==> src/ahb3lite_pkg.sv <==
// AHB3-Lite encodings and the address phase bundle
// shared by the bus master and the SRAM slave

package ahb3lite_pkg;

  //////////////////////////////
  // transfer encodings
  //////////////////////////////
  typedef enum logic [1:0] {
    HTRANS_IDLE   = 2'b00,
    HTRANS_BUSY   = 2'b01,
    HTRANS_NONSEQ = 2'b10,
    HTRANS_SEQ    = 2'b11
  } htrans_t;

  typedef enum logic [2:0] {
    HSIZE_BYTE  = 3'b000,
    HSIZE_HWORD = 3'b001,
    HSIZE_WORD  = 3'b010
  } hsize_t;

  typedef enum logic [2:0] {
    HBURST_SINGLE = 3'b000,
    HBURST_INCR   = 3'b001,
    HBURST_WRAP4  = 3'b010,
    HBURST_INCR4  = 3'b011,
    HBURST_WRAP8  = 3'b100,
    HBURST_INCR8  = 3'b101,
    HBURST_WRAP16 = 3'b110,
    HBURST_INCR16 = 3'b111
  } hburst_t;

  typedef enum logic {
    HRESP_OKAY  = 1'b0,
    HRESP_ERROR = 1'b1
  } hresp_t;

  // hprot bits, or'ed together
  localparam logic [3:0] HPROT_OPCODE         = 4'b0000;
  localparam logic [3:0] HPROT_DATA           = 4'b0001;
  localparam logic [3:0] HPROT_USER           = 4'b0000;
  localparam logic [3:0] HPROT_PRIVILEGED     = 4'b0010;
  localparam logic [3:0] HPROT_NON_BUFFERABLE = 4'b0000;
  localparam logic [3:0] HPROT_BUFFERABLE     = 4'b0100;
  localparam logic [3:0] HPROT_NON_CACHEABLE  = 4'b0000;
  localparam logic [3:0] HPROT_CACHEABLE      = 4'b1000;

  //////////////////////////////
  // address phase
  //////////////////////////////
  typedef struct packed {
    logic [31:0] haddr;
    logic        hwrite;
    hsize_t      hsize;
    hburst_t     hburst;
    logic [3:0]  hprot;  // see HPROT_*
    htrans_t     htrans;
  } ahb_addr_t;

endpackage

==> src/cache_bus_pkg.sv <==
// Cache side definitions: privilege, request opcodes, line geometry,
// request/response bundles and the SRAM slave map

package cache_bus_pkg;

  localparam int XLEN       = 32;  // data width
  localparam int PADDR      = 32;  // physical address width
  localparam int LINE_WORDS = 4;   // one WRAP4 burst per line

  typedef enum logic [1:0] {
    PRV_U = 2'b00,
    PRV_S = 2'b01,
    PRV_M = 2'b11
  } prv_t;

  typedef enum logic [1:0] {
    OP_FILL      = 2'b00,  // line read
    OP_WRITEBACK = 2'b01,  // line write
    OP_READ      = 2'b10,  // uncached single
    OP_WRITE     = 2'b11
  } cache_op_t;

  typedef struct packed {
    cache_op_t                    op;
    logic [PADDR-1:0]             addr;
    logic [XLEN/8-1:0]            be;     // single ops only
    prv_t                         prv;
    logic                         is_instruction;
    logic                         cacheable;
    logic [LINE_WORDS*XLEN-1:0]   wline;  // word i at bits i*XLEN up
  } cache_req_t;

  typedef struct packed {
    logic [LINE_WORDS*XLEN-1:0] rline;  // single read lands in slot 0
    logic                       err;
  } cache_rsp_t;

  //////////////////////////////
  // sram slave map
  //////////////////////////////
  localparam int          SRAM_WORDS = 256;
  localparam logic [31:0] PRIV_BASE  = 32'h0000_0800;  // privileged window
  localparam logic [31:0] SRAM_LIMIT = 32'h0000_1000;  // error at or above
  localparam int          WAIT_EVERY = 3;               // one wait per n phases

endpackage

==> src/cache_biu_ahb3lite.sv <==
// AHB3-Lite master for the cache that turns strobe requests into single or
// burst transfers and returns per-beat acknowledges and bus errors

`timescale 1ns/1ps

module cache_biu_ahb3lite (
  input  logic                                HCLK,
  input  logic                                HRESETn,

  // ahb side
  output ahb3lite_pkg::ahb_addr_t             ahb,
  input  logic [cache_bus_pkg::XLEN-1:0]      HRDATA,
  output logic [cache_bus_pkg::XLEN-1:0]      HWDATA,
  input  logic                                HREADY,
  input  ahb3lite_pkg::hresp_t                HRESP,

  // line controller side
  input  logic                                biu_stb,
  output logic                                biu_stb_ack,
  input  logic [cache_bus_pkg::PADDR-1:0]     biu_adri,
  output logic [cache_bus_pkg::PADDR-1:0]     biu_adro,
  input  logic [cache_bus_pkg::XLEN/8-1:0]    biu_be,
  input  ahb3lite_pkg::hburst_t               biu_type,
  input  logic                                biu_we,
  input  logic [cache_bus_pkg::XLEN-1:0]      biu_di,
  output logic [cache_bus_pkg::XLEN-1:0]      biu_do,
  output logic                                biu_wack,  // write beat done
  output logic                                biu_rack,  // biu_do valid
  output logic                                biu_err,
  input  logic                                biu_is_cacheable,
  input  logic                                biu_is_instruction,
  input  cache_bus_pkg::prv_t                 biu_prv
);
  import ahb3lite_pkg::*;
  import cache_bus_pkg::*;

  logic [3:0] burst_cnt;  // beats still to issue after current
  logic       data_ena;   // address phase on the bus is a real transfer
  logic       ddata_ena;  // data_ena delayed by one hready (data phase)
  logic       dhwrite;
  logic       dph_ok;

  //////////////////////////////
  // helpers
  //////////////////////////////
  function automatic hsize_t be2hsize(input logic [XLEN/8-1:0] be);
    case (be)
      4'b0001, 4'b0010, 4'b0100, 4'b1000: be2hsize = HSIZE_BYTE;
      4'b0011, 4'b1100:                   be2hsize = HSIZE_HWORD;
      default:                            be2hsize = HSIZE_WORD;
    endcase
  endfunction

  // low address bits implied by the lanes
  function automatic logic [1:0] be2off(input logic [XLEN/8-1:0] be);
    case (be)
      4'b0010:          be2off = 2'd1;
      4'b0100, 4'b1100: be2off = 2'd2;
      4'b1000:          be2off = 2'd3;
      default:          be2off = 2'd0;
    endcase
  endfunction

  // beats minus one
  function automatic logic [3:0] type2cnt(input hburst_t btype);
    case (btype)
      HBURST_WRAP4, HBURST_INCR4:   type2cnt = 4'd3;
      HBURST_WRAP8, HBURST_INCR8:   type2cnt = 4'd7;
      HBURST_WRAP16, HBURST_INCR16: type2cnt = 4'd15;
      default:                      type2cnt = 4'd0;
    endcase
  endfunction

  function automatic logic [PADDR-1:0] nxt_addr(input logic [PADDR-1:0] addr,
                                                input hburst_t          hburst);
    logic [PADDR-1:0] lin;
    lin = {addr[PADDR-1:2] + 1'b1, 2'b00};  // linear next word
    case (hburst)
      HBURST_WRAP4:  nxt_addr = {addr[PADDR-1:4], lin[3:0]};
      HBURST_WRAP8:  nxt_addr = {addr[PADDR-1:5], lin[4:0]};
      HBURST_WRAP16: nxt_addr = {addr[PADDR-1:6], lin[5:0]};
      default:       nxt_addr = lin;
    endcase
  endfunction

  //////////////////////////////
  // address phase
  //////////////////////////////
  always_ff @(posedge HCLK or negedge HRESETn)
    if (!HRESETn)
    begin
      data_ena   <= 1'b0;
      biu_err    <= 1'b0;
      burst_cnt  <= '0;
      ahb.haddr  <= '0;
      ahb.hwrite <= 1'b0;
      ahb.hsize  <= HSIZE_WORD;
      ahb.hburst <= HBURST_SINGLE;
      ahb.hprot  <= HPROT_DATA | HPROT_PRIVILEGED;
      ahb.htrans <= HTRANS_IDLE;
    end
    else
    begin
      biu_err <= 1'b0;  // single cycle pulse

      if (HREADY)
      begin
        if (burst_cnt == '0)
        begin
          if (biu_stb && !biu_err)  // new request, NONSEQ
          begin
            data_ena   <= 1'b1;
            burst_cnt  <= type2cnt(biu_type);
            ahb.htrans <= HTRANS_NONSEQ;
            ahb.haddr  <= {biu_adri[PADDR-1:2], be2off(biu_be)};
            ahb.hwrite <= biu_we;
            ahb.hsize  <= be2hsize(biu_be);
            ahb.hburst <= biu_type;
            ahb.hprot  <= (biu_prv == PRV_U ? HPROT_USER   : HPROT_PRIVILEGED) |
                          (biu_is_instruction ? HPROT_OPCODE : HPROT_DATA) |
                          (biu_is_cacheable ? (HPROT_CACHEABLE | HPROT_BUFFERABLE)
                                            : (HPROT_NON_CACHEABLE | HPROT_NON_BUFFERABLE));
          end
          else
          begin
            data_ena   <= 1'b0;
            ahb.htrans <= HTRANS_IDLE;
          end
        end
        else
        begin
          data_ena   <= 1'b1;
          burst_cnt  <= burst_cnt - 1'b1;
          ahb.htrans <= HTRANS_SEQ;
          ahb.haddr  <= nxt_addr(ahb.haddr, ahb.hburst);
        end
      end
      else if (HRESP == HRESP_ERROR)
      begin
        // drop the rest of the burst in the first error cycle
        burst_cnt  <= '0;
        ahb.htrans <= HTRANS_IDLE;
        data_ena   <= 1'b0;
        biu_err    <= 1'b1;
      end
    end

  //////////////////////////////
  // data phase
  //////////////////////////////
  always_ff @(posedge HCLK or negedge HRESETn)
    if (!HRESETn)    ddata_ena <= 1'b0;
    else if (HREADY) ddata_ena <= data_ena;

  always_ff @(posedge HCLK)
    if (HREADY)
    begin
      dhwrite  <= ahb.hwrite;
      biu_adro <= ahb.haddr;  // address of the beat now in data phase
    end

  assign dph_ok      = HREADY & ddata_ena & (HRESP == HRESP_OKAY);
  assign biu_wack    = dph_ok &  dhwrite;
  assign biu_rack    = dph_ok & ~dhwrite;
  assign biu_do      = HRDATA;
  assign HWDATA      = biu_di;  // controller moves to next word on wack
  assign biu_stb_ack = HREADY & (burst_cnt == '0) & biu_stb & ~biu_err;

  // a single transfer never gets a SEQ beat
  assert property (@(posedge HCLK) disable iff (!HRESETn)
    ahb.htrans == HTRANS_SEQ |-> ahb.hburst != HBURST_SINGLE);

  // controller only ever asks for naturally aligned lanes
  assert property (@(posedge HCLK) disable iff (!HRESETn)
    biu_stb |-> biu_be inside {4'b0001, 4'b0010, 4'b0100, 4'b1000,
                               4'b0011, 4'b1100, 4'b1111});

endmodule

==> config.mk <==
export PLATFORM = sky130hd
export DESIGN_NAME = cache_biu_ahb3lite
export DESIGN_NICKNAME = d
export VERILOG_FILES = /design/src/ahb3lite_pkg.sv /design/src/cache_bus_pkg.sv /design/src/cache_biu_ahb3lite.sv
export SDC_FILE = /design/constraint.sdc
export NUM_CORES = 1
export LEC_CHECK = 0
export BUFFER_PORTS_ARGS = -buffer_cell sky130_fd_sc_hd__buf_2
export CAP_MARGIN = 25
export CORE_MARGIN = 2
export CORE_UTILIZATION = 44
export CTS_CLUSTER_SIZE = 10
export DETAILED_ROUTE_END_ITERATION = 10
export PLACE_DENSITY = 0.83
export RECOVER_POWER = 50
export SETUP_SLACK_MARGIN = 0.05
export SYNTH_ARGS = -nofsm -noshare
export SYNTH_HDL_FRONTEND = slang
export SYNTH_SLANG_ARGS = --single-unit
==> constraint.sdc <==
create_clock -name HCLK -period 2.4 [get_ports HCLK]
set_clock_uncertainty 0.15 [all_clocks]
set_input_delay 0.24 -clock HCLK [delete_from_list [all_inputs] [get_ports HCLK]]
set_output_delay 0.24 -clock HCLK [all_outputs]
set_load 0.02 [all_outputs]
======== Word-level counts from Yosys, hierarchy flattened ========
Index checks and enable logic that the tools add are counted.
operators by class
  $add $sub $neg .......................... 2
  multiplexer cells ....................... 23
  bitwise logic cells ..................... 12
  equal/unequal tests ..................... 20
  reductions and logical operators ........ 17
operators by type and width
  kind                                                                   number
  32-bit case mux with 3 select lines                                    1
  43-bit 2-to-1 mux                                                      1
  32-bit 2-to-1 mux                                                      1
  30-bit by 1-bit adder with 30-bit output, second input constant        1
  4-bit 2-to-1 mux                                                       5
  3-bit equality test, second input constant                             6
  4-bit case mux with 3 select lines                                     1
  2-bit 2-to-1 mux                                                       5
  2-bit OR reduction                                                     5
  3-bit by 2-bit equality test with 1-bit output, second input constant  3
  4-bit by 2-bit equality test with 1-bit output, second input constant  2
  4-bit equality test, second input constant                             2
  1-bit AND                                                              7
  1-bit 2-to-1 mux                                                       7
  2-bit != test, second input constant                                   3
  2-bit case mux with 3 select lines                                     1
  3-bit AND reduction                                                    2
  5-bit AND reduction                                                    1
  4-bit by 1-bit equality test with 1-bit output, second input constant  1
  4-bit by 3-bit equality test with 1-bit output, second input constant  1
  4-bit zero test                                                        1
  2-bit by 4-bit OR with 4-bit output                                    1
  2-bit case mux with 2 select lines                                     1
  2-bit AND reduction                                                    2
  11 further kinds                                                       13
word-level totals
  bits in registers ....................... 85
  output and inout bits ................... 145
  word-level logic and storage cells ...... 89
  input bits .............................. 113

======== Logic depth before layout (Yosys ltp) ========
  word-level depth ........................ 6
  depth in mapped cells ................... 10
  gate-level depth less buffers ........... 8

======== Least setup slack after synthesis ========
Ideal clock, no wire load.
  path type ............................... flip-flop to flip-flop
  from .................................... reg burst_cnt[0]
  to ...................................... reg ahb[25] in the netlist's numbering
  path buffers ............................ 3
  cell stages (with the launch flop) ...... 10
  required time ........................... 2123 ps
  path slack .............................. 274 ps
  period minus slack after synthesis ...... 2126 ps
  arrival time ............................ 1849 ps
  library setup time ...................... 127 ps
  cell sequence ........................... dfrtp_1 inv_1 ha_1 or3b_1 buf_2 o21a_2 nand2b_1 buf_4 buf_2 o22ai_1
between the ends
  cells in the longest elaborated chain, start to end .. 3
  elaborated cells on any way between the ends .. 7
  classes of those cells .................. 4 x eq/ne; 1 x mux; 2 x reduce/logical
ends and longest elaborated chain
  element                                                                                            line                       RTL
  start, declared                                                                                    cache_biu_ahb3lite.sv:37   logic [3:0] burst_cnt;
  start signal, assigned                                                                             cache_biu_ahb3lite.sv:113  burst_cnt <= type2cnt(biu_type);
  start signal, assigned                                                                             cache_biu_ahb3lite.sv:133  burst_cnt <= burst_cnt - 1'b1;
  4-bit zero test *                                                                                  cache_biu_ahb3lite.sv:108  if (burst_cnt == '0)
  2-bit by 1-bit != test with 1-bit output (no source line) / 2-bit != test (equally long branches)  -
  5-bit AND reduction (no source line)                                                               -
  end, declared                                                                                      cache_biu_ahb3lite.sv:11   output ahb3lite_pkg::ahb_addr_t ahb,
Mark *: on every way between the ends. The rest lies on a longest branch, timed or not.
A chain may end at the register's enable or synchronous reset.

======== Worst setup path in the final report ========
  from .................................... reg burst_cnt[0]
  to ...................................... out biu_stb_ack
between the ends
  cells in the longest elaborated chain, start to end .. 4
ends and longest elaborated chain
  element                 line                       RTL
  4-bit zero test         cache_biu_ahb3lite.sv:167  assign biu_stb_ack = HREADY & (burst_cnt == '0) & biu_stb & ~biu_err;
  1-bit AND (3 in a row)  cache_biu_ahb3lite.sv:167
  end, declared           cache_biu_ahb3lite.sv:19   output logic biu_stb_ack,
Every way passes these cells.

==> results.cfg <==
[status]
outcome = finished with violations
violations = hold timing

[finish]
postLayoutCellArea_um2 = 5160
area.sequential_um2 = 2220
nNetsFinal = 653
fin_util = 0.528
fillCellCount = 891
multiInputGateArea_um2 = 1610
drive_gt1_frac = 0.325
num_antenna_cells = 0
area_delta_synth_final_pct = 16.2

[global_routing]
antenna_found_initial = 0
grt-ovfl-total = 0
first_global_vias = 3795
grt_pass1_wl_um = 21500
grt_max_degree = 50
track_usage = 0.255

[yosys]
synth_nets = 567
synth.top_cell.area_share = 0.259
synthTopCellsByCount = buf_4, nand2_1, dfrtp_1, nor2_1, edfxtp_1
yosys.cell_types.count = 59
synthArstFlopShare = 0.598
synthTopCellsByArea = dfrtp_1, edfxtp_1, buf_4
netlist_area_um2 = 4440
syn-instance-count = 451
synth_edf_count = 33
synth_ff_type = dfrtp_1
yosysMostFrequentCell = buf_4
ys_seq_elements = 82
ys_warn_count = 0
ys_seq_area_frac = 0.500
synth.avg_cell_area_um2 = 9.85
synth_top_cell_by_area = dfrtp_1

[clock_network]
clock-sinks = 82
cts_made_buffers = 9
clock_latency_ns = 0.37
clk_pin_slew_ns = 0.08
cts_buffer_depth = 2
cts-root-buf = clkbuf_8
cts_tree = done
h-tree-depth = 3

[critical_path]
r2r_cells = 8
cp_top_family = simple AND/OR/NAND/NOR gates
end_kind = output port
slowest_stage = dfrtp_2
rrSetupSlack_ns = 0.15
criticalPathCategory = flip-flop to output port
arrival_ns = 1.89
critPathBufInv = 3
crit_path_cell_trace = inv_2 -> ha_2 -> nor3b_4 -> and2_4 -> nand2_1 -> inv_4 -> buf_4
critical_path_required_ns = 2.01
cp_max_fo = 6
worst_setup_path_start_kind = flip-flop
timing.rr.end = burst_cnt[0]
slowest_delay_ns = 0.45
rr_startpoint = burst_cnt[0]

[placed_design]
hpwlAfterDp_um = 10600
portBuffers = 126
place_area_um2 = 4770
gp_congestion = 0.846

[timing]
timing.fmax_ghz = 0.439
max_slew_margin = 0.128
rsz0062_at_grt = no
worst_pin_slew_ns = 1.31
whs_ns = -0.000907
setup_viol = 0
finalCritPeriodShare = 0.949
tns_ns = 0
period_minus_slack_ns = 2.28
drv_slew = 0
hold_viol_final = 1

[drt]
vias = 3843
drtIter0Drc = 268
drt-vias-per-instance = 5.69
dr.pass1.iters = 5
wirelength_um = 14300
postRouteAntennaNets = 0
drcViolationCount = 0
wl_per_cell_um = 21.1

[run]
drv_cap = 0

[hold_path]
hold_path_end = ahb[3]
min_path_cells = 3
hp-class = primary input to flip-flop
min_from = biu_prv[1]

[floorplan]
fp.dieW_um = 104
top_level_ports = 258
rows = 36
start_util = 0.455
core_um2 = 9770
die_area_um2 = 10900
die_height_um = 104

[pwr]
p_leak_nw = 2.28
ir_drop_mv = 0.448
p_per_area_nw_per_um2 = 1210
==> layer usage <==
metal	GRT usage	routed length, µm
met4	0.0666	223
met3	0.134	1950
met1	0.255	4540
met5	0	0
met2	0.462	7540
==> worst max path at each step <==
stage	startpoint	endpoint	cells past startpoint
2_1_floorplan	burst_cnt[0]	ahb[25]	9
3_3_place_gp	burst_cnt[0]	ahb[31]	7
4_1_cts	burst_cnt[0]	biu_stb_ack	7
6_report	burst_cnt[0]	biu_stb_ack	7
5_1_grt	burst_cnt[0]	biu_stb_ack	7
3_5_place_dp	burst_cnt[0]	ahb[31]	7
==> cell usage in the layout, fill, tap and decap left out, types with 4 or more instances in the layout <==
master and instances:
a21oi_1 21, a22o_1 5, a31oi_1 6, a32oi_1 8, and3_1 8, buf_2 124
buf_4 15, clkbuf_1 8, clkbuf_8 9, dfrtp_1 45, dlygate4sd3_1 17, edfxtp_1 33
inv_1 12, nand2_1 49, nand3_1 10, nand4_1 10, nor2_1 32, nor3_1 11
nor4_1 4, o21ai_0 17, o21ai_1 22, o22ai_1 5, o31a_1 4, o31ai_1 5
==> logic make-up after synthesis <==
group | Yosys count | synth area share
AND/OR/NAND/NOR | 150 | 0.174
AO/OA/AOI/OAI | 111 | 0.162
buffers and inverters | 100 | 0.146
flip-flops | 82 | 0.500
adder cells (fa/ha/maj) | 3 | 0.00845
XOR/XNOR | 3 | 0.00591
other | 1 | 0.000844
multiplexers | 1 | 0.00253
==> state kept, by name, summed over array words and instances, names as in the netlist <==
signal / count
ahb: 43
biu_adro: 32
biu_err: 1
burst_cnt: 4
ddata_ena: 1
dhwrite: 1
==> repair_timing <==
item                       CTS  global route
pin swaps                    0             0
resized for setup            6             6
buffers inserted             0             3
hold buffers                17             0
hold endpoints to repair    61             0
setup endpoints to repair   19            31
cloned                       0             1
==> cell type report <==
class | instances | area share
Multi-Input combinational cell | 269 | 0.311
Inverter | 14 | 0.0107
Clock buffer | 16 | 0.0291
Tap cell | 133 | 0.0322
Sequential cell | 82 | 0.430
Timing Repair Buffer | 161 | 0.186
==> worst min-delay path, stage by stage <==
cell	delay, ns
buf_2	0.08
o21ai_0	0.09
nand2_1	0.08
==> where the power goes <==
| group | switching, mW | internal, mW |
|---|---|---|
| Combinational | 1.79 | 1.03 |
| Sequential | 0.551 | 2.02 |
| Clock | 0.469 | 0.380 |
==> per-stage QoR <==
stage / total power [mW] / cells / setup slack [ns] / hold slack (ns)
3_5_place_dp: 5.23 / 638 / 0.00986 / 0.249
2_1_floorplan: 4.42 / 451 / 0.274 / -0.206
5_1_grt: 6.60 / 675 / 0.0545 / 0.0194
4_1_cts: 6.12 / 671 / 0.0535 / 0.00114
6_report: 6.24 / 675 / 0.122 / -0.000907
3_3_place_gp: 5.09 / 638 / 0.110 / 0.238
Power figures use the tool's default switching activity.
