<file path="config.mk">
export PLATFORM = sky130hd
export DESIGN_NAME = cache_line_ctrl
export DESIGN_NICKNAME = d
export VERILOG_FILES = /design/src/ahb3lite_pkg.sv /design/src/cache_bus_pkg.sv /design/src/cache_line_ctrl.sv
export SDC_FILE = /design/constraint.sdc
export NUM_CORES = 1
export LEC_CHECK = 0
export BUFFER_PORTS_ARGS = -buffer_cell sky130_fd_sc_hd__buf_2
export CORE_AREA = 2 2 175 177
export CTS_CLUSTER_SIZE = 12
export DETAILED_ROUTE_END_ITERATION = 8
export DIE_AREA = 0 0 177 179
export PLACE_DENSITY = 0.64
export SLEW_MARGIN = 15
export SYNTH_ARGS = -nofsm -noshare
export SYNTH_HDL_FRONTEND = slang
export SYNTH_SLANG_ARGS = --single-unit
</file>
<file path="constraint.sdc">
create_clock -name HCLK -period 5.6 [get_ports HCLK]
set_input_delay 0.56 -clock HCLK [delete_from_list [all_inputs] [get_ports HCLK]]
set_output_delay 0.56 -clock HCLK [all_outputs]
set_load 0.01 [all_outputs]
</file>
<file path="src/ahb3lite_pkg.sv">
// AHB3-Lite encodings and the address phase bundle
// shared by the bus master and the SRAM slave

package ahb3lite_pkg;

  //////////////////////////////
  // transfer encodings
  //////////////////////////////
  typedef enum logic [1:0] {
    HTRANS_IDLE   = 2'b00,
    HTRANS_BUSY   = 2'b01,
    HTRANS_NONSEQ = 2'b10,
    HTRANS_SEQ    = 2'b11
  } htrans_t;

  typedef enum logic [2:0] {
    HSIZE_BYTE  = 3'b000,
    HSIZE_HWORD = 3'b001,
    HSIZE_WORD  = 3'b010
  } hsize_t;

  typedef enum logic [2:0] {
    HBURST_SINGLE = 3'b000,
    HBURST_INCR   = 3'b001,
    HBURST_WRAP4  = 3'b010,
    HBURST_INCR4  = 3'b011,
    HBURST_WRAP8  = 3'b100,
    HBURST_INCR8  = 3'b101,
    HBURST_WRAP16 = 3'b110,
    HBURST_INCR16 = 3'b111
  } hburst_t;

  typedef enum logic {
    HRESP_OKAY  = 1'b0,
    HRESP_ERROR = 1'b1
  } hresp_t;

  // hprot bits, or'ed together
  localparam logic [3:0] HPROT_OPCODE         = 4'b0000;
  localparam logic [3:0] HPROT_DATA           = 4'b0001;
  localparam logic [3:0] HPROT_USER           = 4'b0000;
  localparam logic [3:0] HPROT_PRIVILEGED     = 4'b0010;
  localparam logic [3:0] HPROT_NON_BUFFERABLE = 4'b0000;
  localparam logic [3:0] HPROT_BUFFERABLE     = 4'b0100;
  localparam logic [3:0] HPROT_NON_CACHEABLE  = 4'b0000;
  localparam logic [3:0] HPROT_CACHEABLE      = 4'b1000;

  //////////////////////////////
  // address phase
  //////////////////////////////
  typedef struct packed {
    logic [31:0] haddr;
    logic        hwrite;
    hsize_t      hsize;
    hburst_t     hburst;
    logic [3:0]  hprot;  // see HPROT_*
    htrans_t     htrans;
  } ahb_addr_t;

endpackage

</file>
<file path="src/cache_bus_pkg.sv">
// Cache side definitions: privilege, request opcodes, line geometry,
// request/response bundles and the SRAM slave map

package cache_bus_pkg;

  localparam int XLEN       = 32;  // data width
  localparam int PADDR      = 32;  // physical address width
  localparam int LINE_WORDS = 4;   // one WRAP4 burst per line

  typedef enum logic [1:0] {
    PRV_U = 2'b00,
    PRV_S = 2'b01,
    PRV_M = 2'b11
  } prv_t;

  typedef enum logic [1:0] {
    OP_FILL      = 2'b00,  // line read
    OP_WRITEBACK = 2'b01,  // line write
    OP_READ      = 2'b10,  // uncached single
    OP_WRITE     = 2'b11
  } cache_op_t;

  typedef struct packed {
    cache_op_t                    op;
    logic [PADDR-1:0]             addr;
    logic [XLEN/8-1:0]            be;     // single ops only
    prv_t                         prv;
    logic                         is_instruction;
    logic                         cacheable;
    logic [LINE_WORDS*XLEN-1:0]   wline;  // word i at bits i*XLEN up
  } cache_req_t;

  typedef struct packed {
    logic [LINE_WORDS*XLEN-1:0] rline;  // single read lands in slot 0
    logic                       err;
  } cache_rsp_t;

  //////////////////////////////
  // sram slave map
  //////////////////////////////
  localparam int          SRAM_WORDS = 256;
  localparam logic [31:0] PRIV_BASE  = 32'h0000_0800;  // privileged window
  localparam logic [31:0] SRAM_LIMIT = 32'h0000_1000;  // error at or above
  localparam int          WAIT_EVERY = 3;               // one wait per n phases

endpackage

</file>
<file path="src/cache_line_ctrl.sv">
// Cache request sequencer that turns line and single requests into bus
// strobes, orders write words critical first and gathers read words by slot

`timescale 1ns/1ps

module cache_line_ctrl (
  input  logic                                HCLK,
  input  logic                                HRESETn,

  // request port
  input  cache_bus_pkg::cache_req_t           req,
  input  logic                                req_valid,
  output logic                                req_ready,
  output cache_bus_pkg::cache_rsp_t           rsp,
  output logic                                rsp_valid,

  // bus interface unit
  output logic                                biu_stb,
  input  logic                                biu_stb_ack,
  output logic [cache_bus_pkg::PADDR-1:0]     biu_adri,
  input  logic [cache_bus_pkg::PADDR-1:0]     biu_adro,
  output logic [cache_bus_pkg::XLEN/8-1:0]    biu_be,
  output ahb3lite_pkg::hburst_t               biu_type,
  output logic                                biu_we,
  output logic [cache_bus_pkg::XLEN-1:0]      biu_di,
  input  logic [cache_bus_pkg::XLEN-1:0]      biu_do,
  input  logic                                biu_wack,
  input  logic                                biu_rack,
  input  logic                                biu_err,
  output logic                                biu_is_cacheable,
  output logic                                biu_is_instruction,
  output cache_bus_pkg::prv_t                 biu_prv
);
  import ahb3lite_pkg::*;
  import cache_bus_pkg::*;

  typedef enum logic [1:0] {IDLE, REQ, BEATS, DONE} state_t;

  state_t                          state;
  cache_req_t                      req_q;       // latched request
  logic [LINE_WORDS*XLEN-1:0]      rline_q;
  logic                            err_q;
  logic [$clog2(LINE_WORDS)-1:0]   beats_left;
  logic [$clog2(LINE_WORDS)-1:0]   wptr;        // next write word
  logic [$clog2(LINE_WORDS)-1:0]   rslot;
  logic                            line_op;

  function automatic logic is_line(input cache_op_t op);
    is_line = (op == OP_FILL) || (op == OP_WRITEBACK);
  endfunction

  assign line_op = is_line(req_q.op);
  assign rslot   = line_op ? biu_adro[3:2] : '0;

  //////////////////////////////
  // sequencer
  //////////////////////////////
  always_ff @(posedge HCLK or negedge HRESETn)
    if (!HRESETn)
    begin
      state      <= IDLE;
      beats_left <= '0;
      wptr       <= '0;
      err_q      <= 1'b0;
    end
    else
      case (state)
        IDLE:
          if (req_valid)
          begin
            state      <= REQ;
            beats_left <= is_line(req.op) ? '1 : '0;    // LINE_WORDS-1 as all ones
            wptr       <= is_line(req.op) ? req.addr[3:2] : '0;  // critical word
            err_q      <= 1'b0;
          end
        REQ:
          if (biu_stb_ack) state <= BEATS;
        BEATS:
          if (biu_err)
          begin
            err_q <= 1'b1;  // unit already dropped the burst
            state <= DONE;
          end
          else if (biu_rack || biu_wack)
          begin
            if (biu_wack) wptr <= wptr + 1'b1;  // wraps inside the line
            if (beats_left == '0) state <= DONE;
            else beats_left <= beats_left - 1'b1;
          end
        default:
          state <= IDLE;  // response shown for one cycle in DONE
      endcase

  // payload
  always_ff @(posedge HCLK)
  begin
    if (state == IDLE && req_valid)
    begin
      req_q   <= req;
      rline_q <= '0;
    end
    if (state == BEATS && biu_rack)
      rline_q[rslot*XLEN +: XLEN] <= biu_do;
  end

  //////////////////////////////
  // outputs
  //////////////////////////////
  assign req_ready = (state == IDLE);
  assign rsp_valid = (state == DONE);
  assign rsp.rline = rline_q;
  assign rsp.err   = err_q;

  assign biu_stb            = (state == REQ);
  assign biu_adri           = req_q.addr;  // word offset kept for wrap
  assign biu_be             = line_op ? '1 : req_q.be;
  assign biu_type           = line_op ? HBURST_WRAP4 : HBURST_SINGLE;
  assign biu_we             = (req_q.op == OP_WRITEBACK) || (req_q.op == OP_WRITE);
  assign biu_di             = req_q.wline[wptr*XLEN +: XLEN];
  assign biu_is_cacheable   = req_q.cacheable;
  assign biu_is_instruction = req_q.is_instruction;
  assign biu_prv            = req_q.prv;

  // beat acknowledges and bus errors only arrive inside a burst
  assert property (@(posedge HCLK) disable iff (!HRESETn)
    (biu_rack || biu_wack || biu_err) |-> state == BEATS);

endmodule
</file>
Yosys cells after proc, flatten, opt, wreduce, memory -nomap -nowiden
Cells that the tools add are included.
- input port bits: 241
- bits in latches: 0
- memories kept: 0
- logic and storage cells: 75
- ROM bits: 0
- register bits after elaboration: 305
- memory bits (writable): 0
- output and inout bits: 208
- equality and inequality tests: 15
- shifts and indexed selects: 3
- add/sub/neg operators: 3
- reduce and logical (&&, ||, !) cells: 15
- bitwise operators: 0
- muxes and demuxes: 27
- divide/modulo/power cells: 0
- multiply operators: 0
- magnitude comparators: 0
- operators by type and width (kind ; count):
    $mux W128 ; 2
    $bwmux W128 ; 1
    $shift A32 B34 Y128 const A ; 1
    $shiftx A128 B8 Y32 ; 1
    $shiftx A32 B34 Y128 ; 1
    $mux W2 ; 17
    $neg A7 Y34 ; 1
    $ne A2 B2 Y1 const B ; 6
    $reduce_and A5 Y1 ; 2
    $logic_not A2 Y1 ; 4
    $pmux W2 S2 ; 2
    $eq A2 B1 Y1 const B ; 3
    $eq A2 B2 Y1 const B ; 3
    $ne A3 B3 Y1 const B ; 2
    $pmux W2 S3 ; 1
    $logic_or A1 B1 Y1 ; 4
    $mux W4 ; 1
    $reduce_and A4 Y1 ; 1
    $reduce_and A3 Y1 ; 1
    $add A2 B1 Y2 const B ; 1
    $logic_and A1 B1 Y1 ; 2
    $mux W1 ; 2
    $ne A2 B1 Y1 const B ; 1
    $pmux W1 S2 ; 1
    other kinds (2) ; 2

Depth between registers and ports, before layout
Gate-level depths: netlist of the first run.
- depth in word-level cells: 7
- gate-level depth with buffers: 8
- mapped depth without buffers: 7

Worst setup path before layout of the first run
Ideal clock, no wire load.
- path type: reg2reg
- from: register state[0]
- to: register rline_q[10]
- period minus slack after synthesis: 3.570 ns
- path buffers: 1
- required time: 5.483 ns
- cell stages (with the launch flop): 8
- arrival time: 3.453 ns
- setup slack: 2.030 ns
- path through: dfrtp_1 > inv_1 > ha_1 > nand2_1 > inv_2 > a31oi_1 > buf_2 > a22o_1
- word-level cells in the longest chain between the ends: 5
- RTL lines (element ; line ; source):
    start: declaration ; cache_line_ctrl.sv:39 ; state_t state;
    start signal: assignment ; cache_line_ctrl.sv:61 ; state <= IDLE;
    start signal: assignment ; cache_line_ctrl.sv:71 ; state <= REQ;
    start signal: assignment ; cache_line_ctrl.sv:77 ; if (biu_stb_ack) state <= BEATS;
    $logic_not A2 Y1 (*) ; -- ;
    named net req_ready ; cache_line_ctrl.sv:13 ; output logic req_ready,
    $logic_and A1 B1 Y1 (*) ; cache_line_ctrl.sv:97 ; if (state == IDLE && req_valid)
    $mux W128 (*) ; cache_line_ctrl.sv:97 ;
    $bwmux W128 ; cache_line_ctrl.sv:103 ; rline_q[rslot*XLEN +: XLEN] <= biu_do;
    $mux W128 (*) ; cache_line_ctrl.sv:102 ; if (state == BEATS && biu_rack)
    end signal: indexed assignment ; cache_line_ctrl.sv:103 ;
    end: declaration ; cache_line_ctrl.sv:41 ; logic [LINE_WORDS*XLEN-1:0] rline_q;
Mark *: on every way through the listed nets, which the timed path passes. The rest lies on a longest branch.
A chain may end at the register's enable or synchronous reset.

Final worst setup path of the first run
- from: register state[1]
- to: register req_q[95] (netlist name), enable pin
- word-level cells in the longest chain between the ends: 2
- RTL lines (element ; line ; source):
    $logic_not A2 Y1 ; cache_line_ctrl.sv:97 ;
    $logic_and A1 B1 Y1 ; cache_line_ctrl.sv:97 ;
    end signal: assignment ; cache_line_ctrl.sv:99 ; req_q <= req;
    end: declaration ; cache_line_ctrl.sv:40 ; cache_req_t req_q;
No other way between the ends.

==> out/metrics.cfg, run 1 <==
[synth]
netlist_area_um2 = 10900
avgSynthCellArea_um2 = 15.9
synth.distinct_cells = 41
synthFlopType = edfxtp_1
ys_seq_area_share_pct = 71.8
synth-edff-count = 170
netlist_instances = 687
ys_ff_latch = 305
ys_warn_count = 0
synth-async-reset-ratio_pct = 2.30

[cells_and_area]
postLayoutCellArea_um2 = 14200
num-fill-cells = 2709
seqCellArea_um2 = 7850
nets = 1317
multi_input_area_um2 = 2580
syn2layout_area_growth_pct = 30.1
drive_gt1_share_pct = 48.0

[floorplan]
fp.dieH_um = 179
start_util_pct = 36.4
die_w_um = 177
num_io_pins = 449
placementRows = 64
core_area_um2 = 30000
die_area_um2 = 31700

[global_routing]
grt_overflow = 0
grt_max_degree = 77
grt_pass1_vias = 7230
grt_pass1_wl_mm = 41.7
track_usage_pct = 17.3
antenna_found_initial = 5

[setup_path]
rrSetupSlack_ns = 2.42
end_kind = register
worstRegToRegCells = 6
r2r_start = state[1]$_DFFE_PN0P_
crit_path_end = req_q[95]$_DFFE_PP_
cp.arrival_ns = 3.30
reg2reg_to = req_q[95]$_DFFE_PP_
cp-start-kind = register
cp_max_fo = 76
cp-startpoint = state[1]$_DFFE_PN0P_
worst_ep_required_time_ns = 5.72
timing_worst_setup_path_type = reg -> reg

[placement]
place_area_um2 = 13100
dp_hpwl_mm = 20.1
port_buffers = 416
place_congestion = 0.756

[clocking]
path_clk_slew_ns = 0.06
cts_tree = built
root_buffer = clkbuf_16
htree_levels = 2
clk_latency_ns = 0.50
cts.path.max_buffers = 3
cts.sinks = 305
cts_buffers = 35

[power]
p_leak_nw = 5.89
powerDensity_nw_per_um2 = 460
vdd_ir_drop_max_mv = 0.272

[timing]
finalCritPeriodShare_pct = 56.8
slew_viol_final = 0
fin_crit_ns = 3.18
max-slew-margin-rel_pct = 21.5
hold_violations = 0
rsz0062_at_grt = no
finalSetupTns_ns = 0
worst_slew_pin_slew_ns = 1.18
fin_skew_ns = 0.0132
setup_viol = 0
max_freq_ghz = 0.315

[routing]
drtPass1Iterations = 4
via_count = 7212
routed_via_density = 4.85
wl_mm = 28.8
drtIter0Drc = 341
route.detailed.drc = 0
wire_per_inst_um = 19.4
postRouteAntennaNets = 0

[outcome]
run_status = complete, no violations

[worst_hold_path]
min_path_type = in -> reg

[run]
cap_violations = 0

==> report_power, final <==
part	internal, W	switching (W)
Clock	0.00126	0.000847
Combinational	0.000630	0.000843
Sequential	0.00277	0.000175
==> Yosys cell counts (2+ instances only) <==
cell | n | share of area (%)
nor4_4 | 2 | 0.39
a32o_1 | 32 | 2.9
inv_1 | 7 | 0.24
a22o_1 | 64 | 5.1
nor2b_1 | 4 | 0.23
buf_6 | 3 | 0.31
ha_1 | 8 | 0.92
buf_4 | 38 | 2.6
edfxtp_1 | 170 | 47
o21ai_0 | 3 | 0.14
mux4_2 | 32 | 6.6
dfxtp_1 | 128 | 23
mux2i_1 | 2 | 0.18
buf_2 | 22 | 1.0
nor2_1 | 3 | 0.10
a21oi_1 | 7 | 0.32
clkbuf_1 | 20 | 0.69
nand3_1 | 40 | 1.8
inv_2 | 3 | 0.10
nand2b_1 | 5 | 0.29
nand2_1 | 36 | 1.2
dfrtp_1 | 7 | 1.6
o21ai_1 | 33 | 1.5
==> stage by stage <==
step                      cells  utilization (%)  total power, W  setup WS [ns]  hold slack, ns
after floorplan             688                -         0.00394           2.03           0.264
after global placement     1426             43.7         0.00446           2.49           0.409
after detailed placement   1426             43.7         0.00449           2.41           0.409
after CTS                  1486             47.3         0.00663           2.39           0.210
after global routing       1488             47.3         0.00684           2.18           0.217
final                      1488             47.3         0.00653           2.42           0.237
==> area by class of cell <==
class | count | share of cell area [%]
multi-input cells | 289 | 18.2
well taps | 396 | 3.49
diodes | 2 | 0.0352
flip-flops and latches | 305 | 55.2
clock inverters | 10 | 0.370
repair buffers | 427 | 15.2
inverters | 10 | 0.299
clock buffers | 49 | 7.18
==> cells by family after synthesis <==
kind of cell             Yosys count  synth area share, %
flip-flops                       305                 71.8
AO/OA/AOI/OAI                    145                 10.5
AND/OR/NAND/NOR                   99                 4.85
buffers and inverters             94                 4.99
multiplexers                      35                 6.90
adder cells (fa/ha/maj)            8                0.916
other                              1               0.0343
==> per-layer routing <==
layer	vias up	track usage [%]	wire (µm)
met4	4	5.34	618
met3	45	5.47	2900
met1	3433	20.3	10900
li1	3384	-	-
met2	346	30.1	14400
met5	-	0	32
==> state kept, by name, indices dropped and copies added (netlist names) <==
register / flops
beats_left: 2
biu_adri: 32
biu_is_cacheable: 1
biu_is_instruction: 1
biu_prv: 2
err_q: 1
req_q: 134
rline_q: 128
state: 2
wptr: 2
==> worst min path at each step <==
stage                     startpoint  depth (start not counted)                   endpoint
after floorplan              HRESETn                          0  beats_left[0]$_DFFE_PN0P_
after global placement       HRESETn                          1          err_q$_DFFE_PN0P_
after detailed placement     HRESETn                          1          err_q$_DFFE_PN0P_
after CTS                    req[93]                          1        req_q[93]$_DFFE_PP_
after global routing         req[66]                          1        req_q[66]$_DFFE_PP_
final                        req[93]                          1        req_q[93]$_DFFE_PP_
==> timing repair <==
item / in CTS / in global routing
endpoints found under the setup margin: 0 / 0
hold endpoints to repair: 7 / 0
hold buffers: 1 / 0
setup buffers: 0 / 0
resized for setup: 0 / 0
==> critical path, cell delays in order (launching register included) <==
cell     delay [ns]
dfrtp_1        0.40
inv_1          0.11
ha_1           0.31
nand2_2        0.14
inv_6          0.52
buf_4          0.61
buf_4          0.63
==> layout by cell type (no fill, tap or decap), drive strengths merged <==
cell | synthesis | layout
edfxtp | 170 | 170
inv | 10 | 10
nand2b | 5 | 5
nor3 | 2 | 2
mux4 | 32 | 32
o21ai | 36 | 36
or2 | 1 | 1
or4b | 1 | 1
clkinv | 0 | 7
nor3b | 1 | 1
a21oi | 7 | 7
a32o | 32 | 32
mux2i | 3 | 3
nor4 | 2 | 2
o32a | 1 | 1
a311oi | 1 | 1
ha | 8 | 8
conb | 1 | 2
dlygate4sd3 | 0 | 1
diode | 0 | 2
a21o | 1 | 1
nor2 | 3 | 3
a211oi | 1 | 1
dfrtp | 7 | 7
nor2b | 5 | 5
buf | 64 | 426
clkinvlp | 0 | 3
a31oi | 1 | 1
a22o | 64 | 64
nand2 | 37 | 37
a41oi | 1 | 1
nand4 | 1 | 1
nand3 | 40 | 40
clkbuf | 20 | 49
nand4b | 1 | 1
dfxtp | 128 | 128
Power figures use the tool's default switching activity.
==> run 2, diff against run 1 <==
--- a/config.mk
+++ b/config.mk
@@ -6,11 +6,11 @@
 export NUM_CORES = 1
 export LEC_CHECK = 0
 export BUFFER_PORTS_ARGS = -buffer_cell sky130_fd_sc_hd__buf_2
-export CORE_AREA = 2 2 175 177
+export CORE_AREA = 2 2 173 175
 export CTS_CLUSTER_SIZE = 12
 export DETAILED_ROUTE_END_ITERATION = 8
-export DIE_AREA = 0 0 177 179
-export PLACE_DENSITY = 0.64
+export DIE_AREA = 0 0 175 177
+export PLACE_DENSITY = 0.67
 export SLEW_MARGIN = 15
 export SYNTH_ARGS = -nofsm -noshare
 export SYNTH_HDL_FRONTEND = slang
==> constraint.sdc (replaced) <==
create_clock -name HCLK -period 2.67 [get_ports HCLK]
set_input_delay 0.267 -clock HCLK [delete_from_list [all_inputs] [get_ports HCLK]]
set_output_delay 0.267 -clock HCLK [all_outputs]
set_load 0.01 [all_outputs]
==> run 2 against run 1 <==
Compared with the run above:
- routed wire length increased by 10%
- cell count is 12% higher
- sequential power rose by 110%
- register-to-register slack got worse by 2.0 ns
- cell area increased by 13%
- largest cell class unchanged
==> out/metrics.cfg, run 2 (synthesized netlist as in run 1, its figures left out) <==
[power]
clkPwrFrac_pct = 31.9
p_leak_nw = 6.64
vdd_ir_drop_max_mv = 0.586
switching_share_pct = 28.7
powerDensity_nw_per_um2 = 884
p_seq_share_pct = 43.7
p_int_w = 0.0101
combPwrFrac_pct = 24.4
switchingPower_w = 0.00406

[clocking]
htree_levels = 2
path_clk_slew_ns = 0.06
post_cts.repair.setup_buffers = 0
cts.sinks = 305
cts.path.max_buffers = 3
cts_tree = built
cts_buffers = 34
root_buffer = clkbuf_16
clk_latency_ns = 0.50

[placement]
port_buffers = 416
place_congestion = 0.752
place_ws_ns = 0.452
dp_hpwl_mm = 20.3

[cells_and_area]
largest_reg_flops = 134
nets = 1490
final_cell_mix = buf_2, edfxtp_1, dlygate4sd3_1, dfxtp_1, a22o_1
regMostFlops = req_q
multi_input_area_um2 = 2580
seqCellArea_um2 = 7850
syn2layout_area_growth_pct = 46.5
num-fill-cells = 2315
final_common_cell = buf_2
drive_gt1_share_pct = 41.6

[floorplan]
core_area_um2 = 29200
die_area_um2 = 31000
fp.dieH_um = 177
start_util_pct = 37.4
placementRows = 63
num_io_pins = 449
die_w_um = 175

[setup_path]
end_kind = output port
r2r_start = req_q[169]$_DFFE_PP_
slowest_delay_ns = 0.61
timing_worst_setup_path_type = reg -> out
reg2reg_to = rline_q[112]$_DFF_P_
worst_ep_required_time_ns = 2.40
slowest_stage = dfrtp_2
cp.arrival_ns = 2.12
path_cells = buf_12 > mux4_2 > buf_2
cp-start-kind = register
rrSetupSlack_ns = 0.45
cp-startpoint = wptr[0]$_DFFE_PN0P_
worstRegToRegCells = 7
cp_max_fo = 24

[worst_hold_path]
whs_path_depth = 2
whs_endpoint = rline_q[48]$_DFF_P_
min_path_type = in -> reg
hold_start = biu_do[16]

[timing]
max_freq_ghz = 0.418
finalSetupTns_ns = 0
rsz0062_at_grt = no
max-slew-margin-rel_pct = 49.3
fin_skew_ns = 0.0105
hold_violations = 0
setup_ws_ns = 0.278
slew_viol_final = 0
worst_slew_pin_slew_ns = 0.761
finalCritPeriodShare_pct = 89.6
fin_crit_ns = 2.39
setup_viol = 0

[global_routing]
grt_pass1_wl_mm = 47.3
grt_overflow = 0
antenna_found_initial = 8
grt_pass1_vias = 8352
grt_max_degree = 123
track_usage_pct = 19.9

[routing]
via_count = 8124
drtIter0Drc = 530
wire_per_inst_um = 19.2
wl_mm = 31.8
postRouteAntennaNets = 0
route.detailed.drc = 0
drtPass1Iterations = 4
routed_via_density = 4.89

[run]
cap_violations = 0

[outcome]
run_status = complete, no violations

run 2: cell count changes in the layout (fill, tap and decap cells not counted), moves of 2 or more:
| cell | change |
|---|---|
| dlygate4sd3_1 | +169 |
| buf_12 | +4 |
| clkbuf_16 | -2 |
| clkinvlp_4 | -2 |
| bufinv_16 | +2 |
| clkinv_2 | -2 |
| diode_2 | +5 |
run 2: what timing repair did:
item | in CTS | in global routing
resized for setup | 0 | 0
hold endpoints to repair | 176 | 0
hold buffers | 170 | 0
run 2: worst max-delay path by stage:
stage                                       to  depth (start not counted)
after floorplan            rline_q[10]$_DFF_P_                          7
after global placement    rline_q[107]$_DFF_P_                          7
final                               biu_di[17]                          3
after global routing                biu_di[17]                          3
after CTS                           biu_di[13]                          3
after detailed placement  rline_q[112]$_DFF_P_                          7
run 2: layout make-up:
cell class / count / share of cell area (%)
Sequential cell: 305 / 49.0
Timing Repair Buffer: 601 / 24.8
Inverter: 10 / 0.266
Antenna cell: 7 / 0.109
Multi-Input combinational cell: 289 / 16.1
Tap cell: 390 / 3.05
Clock inverter: 10 / 0.625
Clock buffer: 48 / 6.03
run 2: power groups by stage:
stage / sequential [W] / clock, W / combinational (W)
5_1_grt: 0.00626 / 0.00479 / 0.00373
3_3_place_gp: 0.00625 / 0 / 0.00317
3_5_place_dp: 0.00627 / 0 / 0.00322
4_1_cts: 0.00618 / 0.00460 / 0.00343
2_1_floorplan: 0.00617 / 0 / 0.00206
6_report: 0.00619 / 0.00451 / 0.00346
run 2: stage by stage:
step / hold WS [ns] / power, W / std cells / cell area [µm²] / util, %
after CTS: 0.000683 / 0.0142 / 1652 / 16000 / 54.6
after detailed placement: 0.117 / 0.00949 / 1424 / 13200 / 45.1
after global placement: 0.114 / 0.00942 / 1424 / 13200 / 45.1
after global routing: 0.0115 / 0.0148 / 1659 / 16000 / 54.7
after floorplan: -0.0286 / 0.00823 / 688 / 10900 / -
final: 0.0277 / 0.0142 / 1660 / 16000 / 54.7
run 2: critical path, delay by kind of cell, from the launching register on:
kind                   cells  cell delay [ns]
buffers and inverters      2             0.44
DFF                        1             0.61
muxes                      1             0.55
run 2: layer usage:
| metal | track usage, % | wire length [µm] | vias up |
|---|---|---|---|
| li1 | - | - | 3736 |
| met1 | 23.0 | 12100 | 3967 |
| met2 | 35.1 | 16100 | 361 |
| met3 | 5.97 | 2650 | 58 |
| met4 | 6.91 | 878 | 2 |
| met5 | 0 | 13 | - |
==> run 3, diff against run 2 <==
--- a/config.mk
+++ b/config.mk
@@ -5,12 +5,14 @@
 export SDC_FILE = /design/constraint.sdc
 export NUM_CORES = 1
 export LEC_CHECK = 0
+export ABC_AREA = 1
 export BUFFER_PORTS_ARGS = -buffer_cell sky130_fd_sc_hd__buf_2
-export CORE_AREA = 2 2 173 175
+export CORE_AREA = 2 2 175 177
 export CTS_CLUSTER_SIZE = 12
 export DETAILED_ROUTE_END_ITERATION = 8
-export DIE_AREA = 0 0 175 177
-export PLACE_DENSITY = 0.67
+export DIE_AREA = 0 0 177 179
+export PLACE_DENSITY = 0.68
+export RECOVER_POWER = 50
 export SLEW_MARGIN = 15
 export SYNTH_ARGS = -nofsm -noshare
 export SYNTH_HDL_FRONTEND = slang
==> run 3 against run 2 <==
Compared with the run above:
- non-clock buffer count is 36 higher
- sequential cell count unchanged
- global-route usage is 2.8 points higher
- combinational power rose by 9.2%
- worst hold slack got worse by 0.00087 ns
- cell area is 3.1% higher
- die area is 2.3% higher
- clock skew down 0.00079 ns
==> out/metrics.cfg, run 3 <==
[synth]
netlist_instances = 1065
synthTopCellsByArea = edfxtp_1, dfxtp_1, nand3_1
ys_seq_area_share_pct = 68.0
yosysMostFrequentCell = edfxtp_1
netlist_area_um2 = 11500
synth_top_area_cell = edfxtp_1
ys_ff_latch = 305
ys_warn_count = 0
synthFlopType = edfxtp_1
avgSynthCellArea_um2 = 10.8
synth-async-reset-ratio_pct = 2.30
synth.distinct_cells = 24
synth-edff-count = 170
yosys-top-cells-count = edfxtp_1, nand3_1, dfxtp_1
synth_top_area_share_pct = 44.2

[power]
p_seq_share_pct = 43.3
switching_share_pct = 32.4
combPwrFrac_pct = 26.8
switchingPower_w = 0.00456
vdd_ir_drop_max_mv = 0.617
clkPwrFrac_pct = 29.9
p_int_w = 0.00954
p_leak_nw = 6.51
powerDensity_nw_per_um2 = 855

[routing]
drtIter0Drc = 798
wl_mm = 38.0
routed_via_density = 5.01
route.detailed.drc = 0
wire_per_inst_um = 18.5
via_count = 10300
postRouteAntennaNets = 0
drtPass1Iterations = 5

[timing]
fin_crit_ns = 2.46
finalCritPeriodShare_pct = 92.1
setup_viol = 0
rsz0062_at_grt = no
worst_slew_pin_slew_ns = 0.811
max-slew-margin-rel_pct = 45.9
fin_skew_ns = 0.00973
slew_viol_final = 0
max_freq_ghz = 0.407
hold_violations = 0

[global_routing]
track_usage_pct = 22.6
grt_pass1_vias = 10300
antenna_found_initial = 8
grt_max_degree = 130
grt_pass1_wl_mm = 55.8
grt_overflow = 0

[floorplan]
start_util_pct = 38.4
die_w_um = 177
fp.dieH_um = 179
die_area_um2 = 31700
placementRows = 64
core_area_um2 = 30000
num_io_pins = 449

[worst_hold_path]
whs_endpoint = rline_q[9]$_DFF_P_
hold_start = biu_do[9]
whs_path_depth = 3
min_path_type = in -> reg

[clocking]
cts.sinks = 305
cts.path.max_buffers = 3
post_cts.repair.setup_buffers = 0
path_clk_slew_ns = 0.06
cts_resized = 0
clk_latency_ns = 0.55
cts_tree = built
htree_levels = 1
cts_buffers = 31
root_buffer = clkbuf_16

[setup_path]
slowest_delay_ns = 0.54
worst_ep_required_time_ns = 2.40
slowest_stage = buf_4
cp_max_fo = 67
crit_family = buffers and inverters
end_kind = output port
rrSetupSlack_ns = 0.53
path_cells = buf_4 > o21ai_0 > o22ai_1 > buf_2
worstRegToRegCells = 9
cp.arrival_ns = 2.19
timing_worst_setup_path_type = reg -> out
cp-start-kind = register
r2r_start = req_q[169]$_DFFE_PP_
reg2reg_to = rline_q[29]$_DFF_P_
worst-path-buf-inv = 2

[cells_and_area]
regMostFlops = req_q
utilization_pct = 54.9
final_cell_mix = buf_2, clkbuf_1, dlygate4sd3_1, edfxtp_1, nand3_1
final_common_cell = buf_2
drive_gt1_share_pct = 18.9
largest_reg_flops = 134
nets = 1874
layout.cells.non_filler = 2055
syn2layout_area_growth_pct = 43.0

[placement]
dp_hpwl_mm = 22.9
place_congestion = 0.802
port_buffers = 416
post-place-cells = 1789

[outcome]
run_status = complete, no violations

[run]
cap_violations = 0

[run 3: kinds of logic after synthesis]
family          share of synthesized area [%]
flops                                    68.0
compound gates                           9.36
simple gates                             14.6
other cells                            0.0325
fa+ha+maj                               0.867
buf+inv                                  7.19
[run 3: repair_timing]
| item | CTS | global route |
|---|---|---|
| hold buffers | 199 | 0 |
| hold endpoints to repair | 212 | 0 |
| endpoints found under the setup margin | 0 | 0 |
[run 3: power by group through the flow]
stage / Sequential (W) / Clock, W / Combinational, W
floorplan: 0.00625 / 0 / 0.00216
global placement: 0.00613 / 0 / 0.00350
detailed placement: 0.00615 / 0 / 0.00357
CTS: 0.00606 / 0.00424 / 0.00382
global route: 0.00616 / 0.00448 / 0.00411
finish: 0.00610 / 0.00421 / 0.00378
[run 3: worst max-delay path by stage]
| stage | cells after the start | from | to |
|---|---|---|---|
| after floorplan | 6 | state[0]$_DFFE_PN0P_ | biu_adri[0]$_DFFE_PP_ |
| after global placement | 9 | req_q[169]$_DFFE_PP_ | rline_q[1]$_DFF_P_ |
| after detailed placement | 9 | req_q[169]$_DFFE_PP_ | rline_q[1]$_DFF_P_ |
| after CTS | 4 | wptr[0]$_DFFE_PN0P_ | biu_di[20] |
| after global routing | 4 | wptr[0]$_DFFE_PN0P_ | biu_di[20] |
| final | 4 | wptr[0]$_DFFE_PN0P_ | biu_di[12] |
[run 3: stage by stage]
step                      setup TNS, ns  power [W]  setup WS [ns]  hold slack, ns  cell area (µm²)
final                                 0     0.0141          0.210          0.0269            16500
after global routing                  0     0.0148         0.0534          0.0277            16500
after CTS                             0     0.0141          0.226         0.00200            16700
after detailed placement              0    0.00973          0.610           0.124            13800
after global placement                0    0.00963          0.650           0.123            13800
after floorplan                 -201.63    0.00842          -1.19         -0.0286            11600
[run 3: tightest hold or removal path: stages]
cell and delay, ns:
buf_2 0.11, inv_1 0.07, o21ai_1 0.07
[run 3: final cells by class]
cell class | count | area [µm²]
inverter | 57 | 218
fill | 2622 | 13500
multi-input combinational | 593 | 2890
sequential | 305 | 7840
clock inverter | 1 | 30.0
antenna | 11 | 27.5
timing repair buffer | 637 | 4060
tap | 396 | 495
clock buffer | 55 | 937
[run 3: routing by layer]
| metal | global-route usage, % | part of all wire (%) |
|---|---|---|
| met5 | 0 | 0 |
| met2 | 40.1 | 51 |
| met3 | 4.66 | 7.4 |
| met1 | 26.1 | 37 |
| met4 | 10.9 | 4.1 |
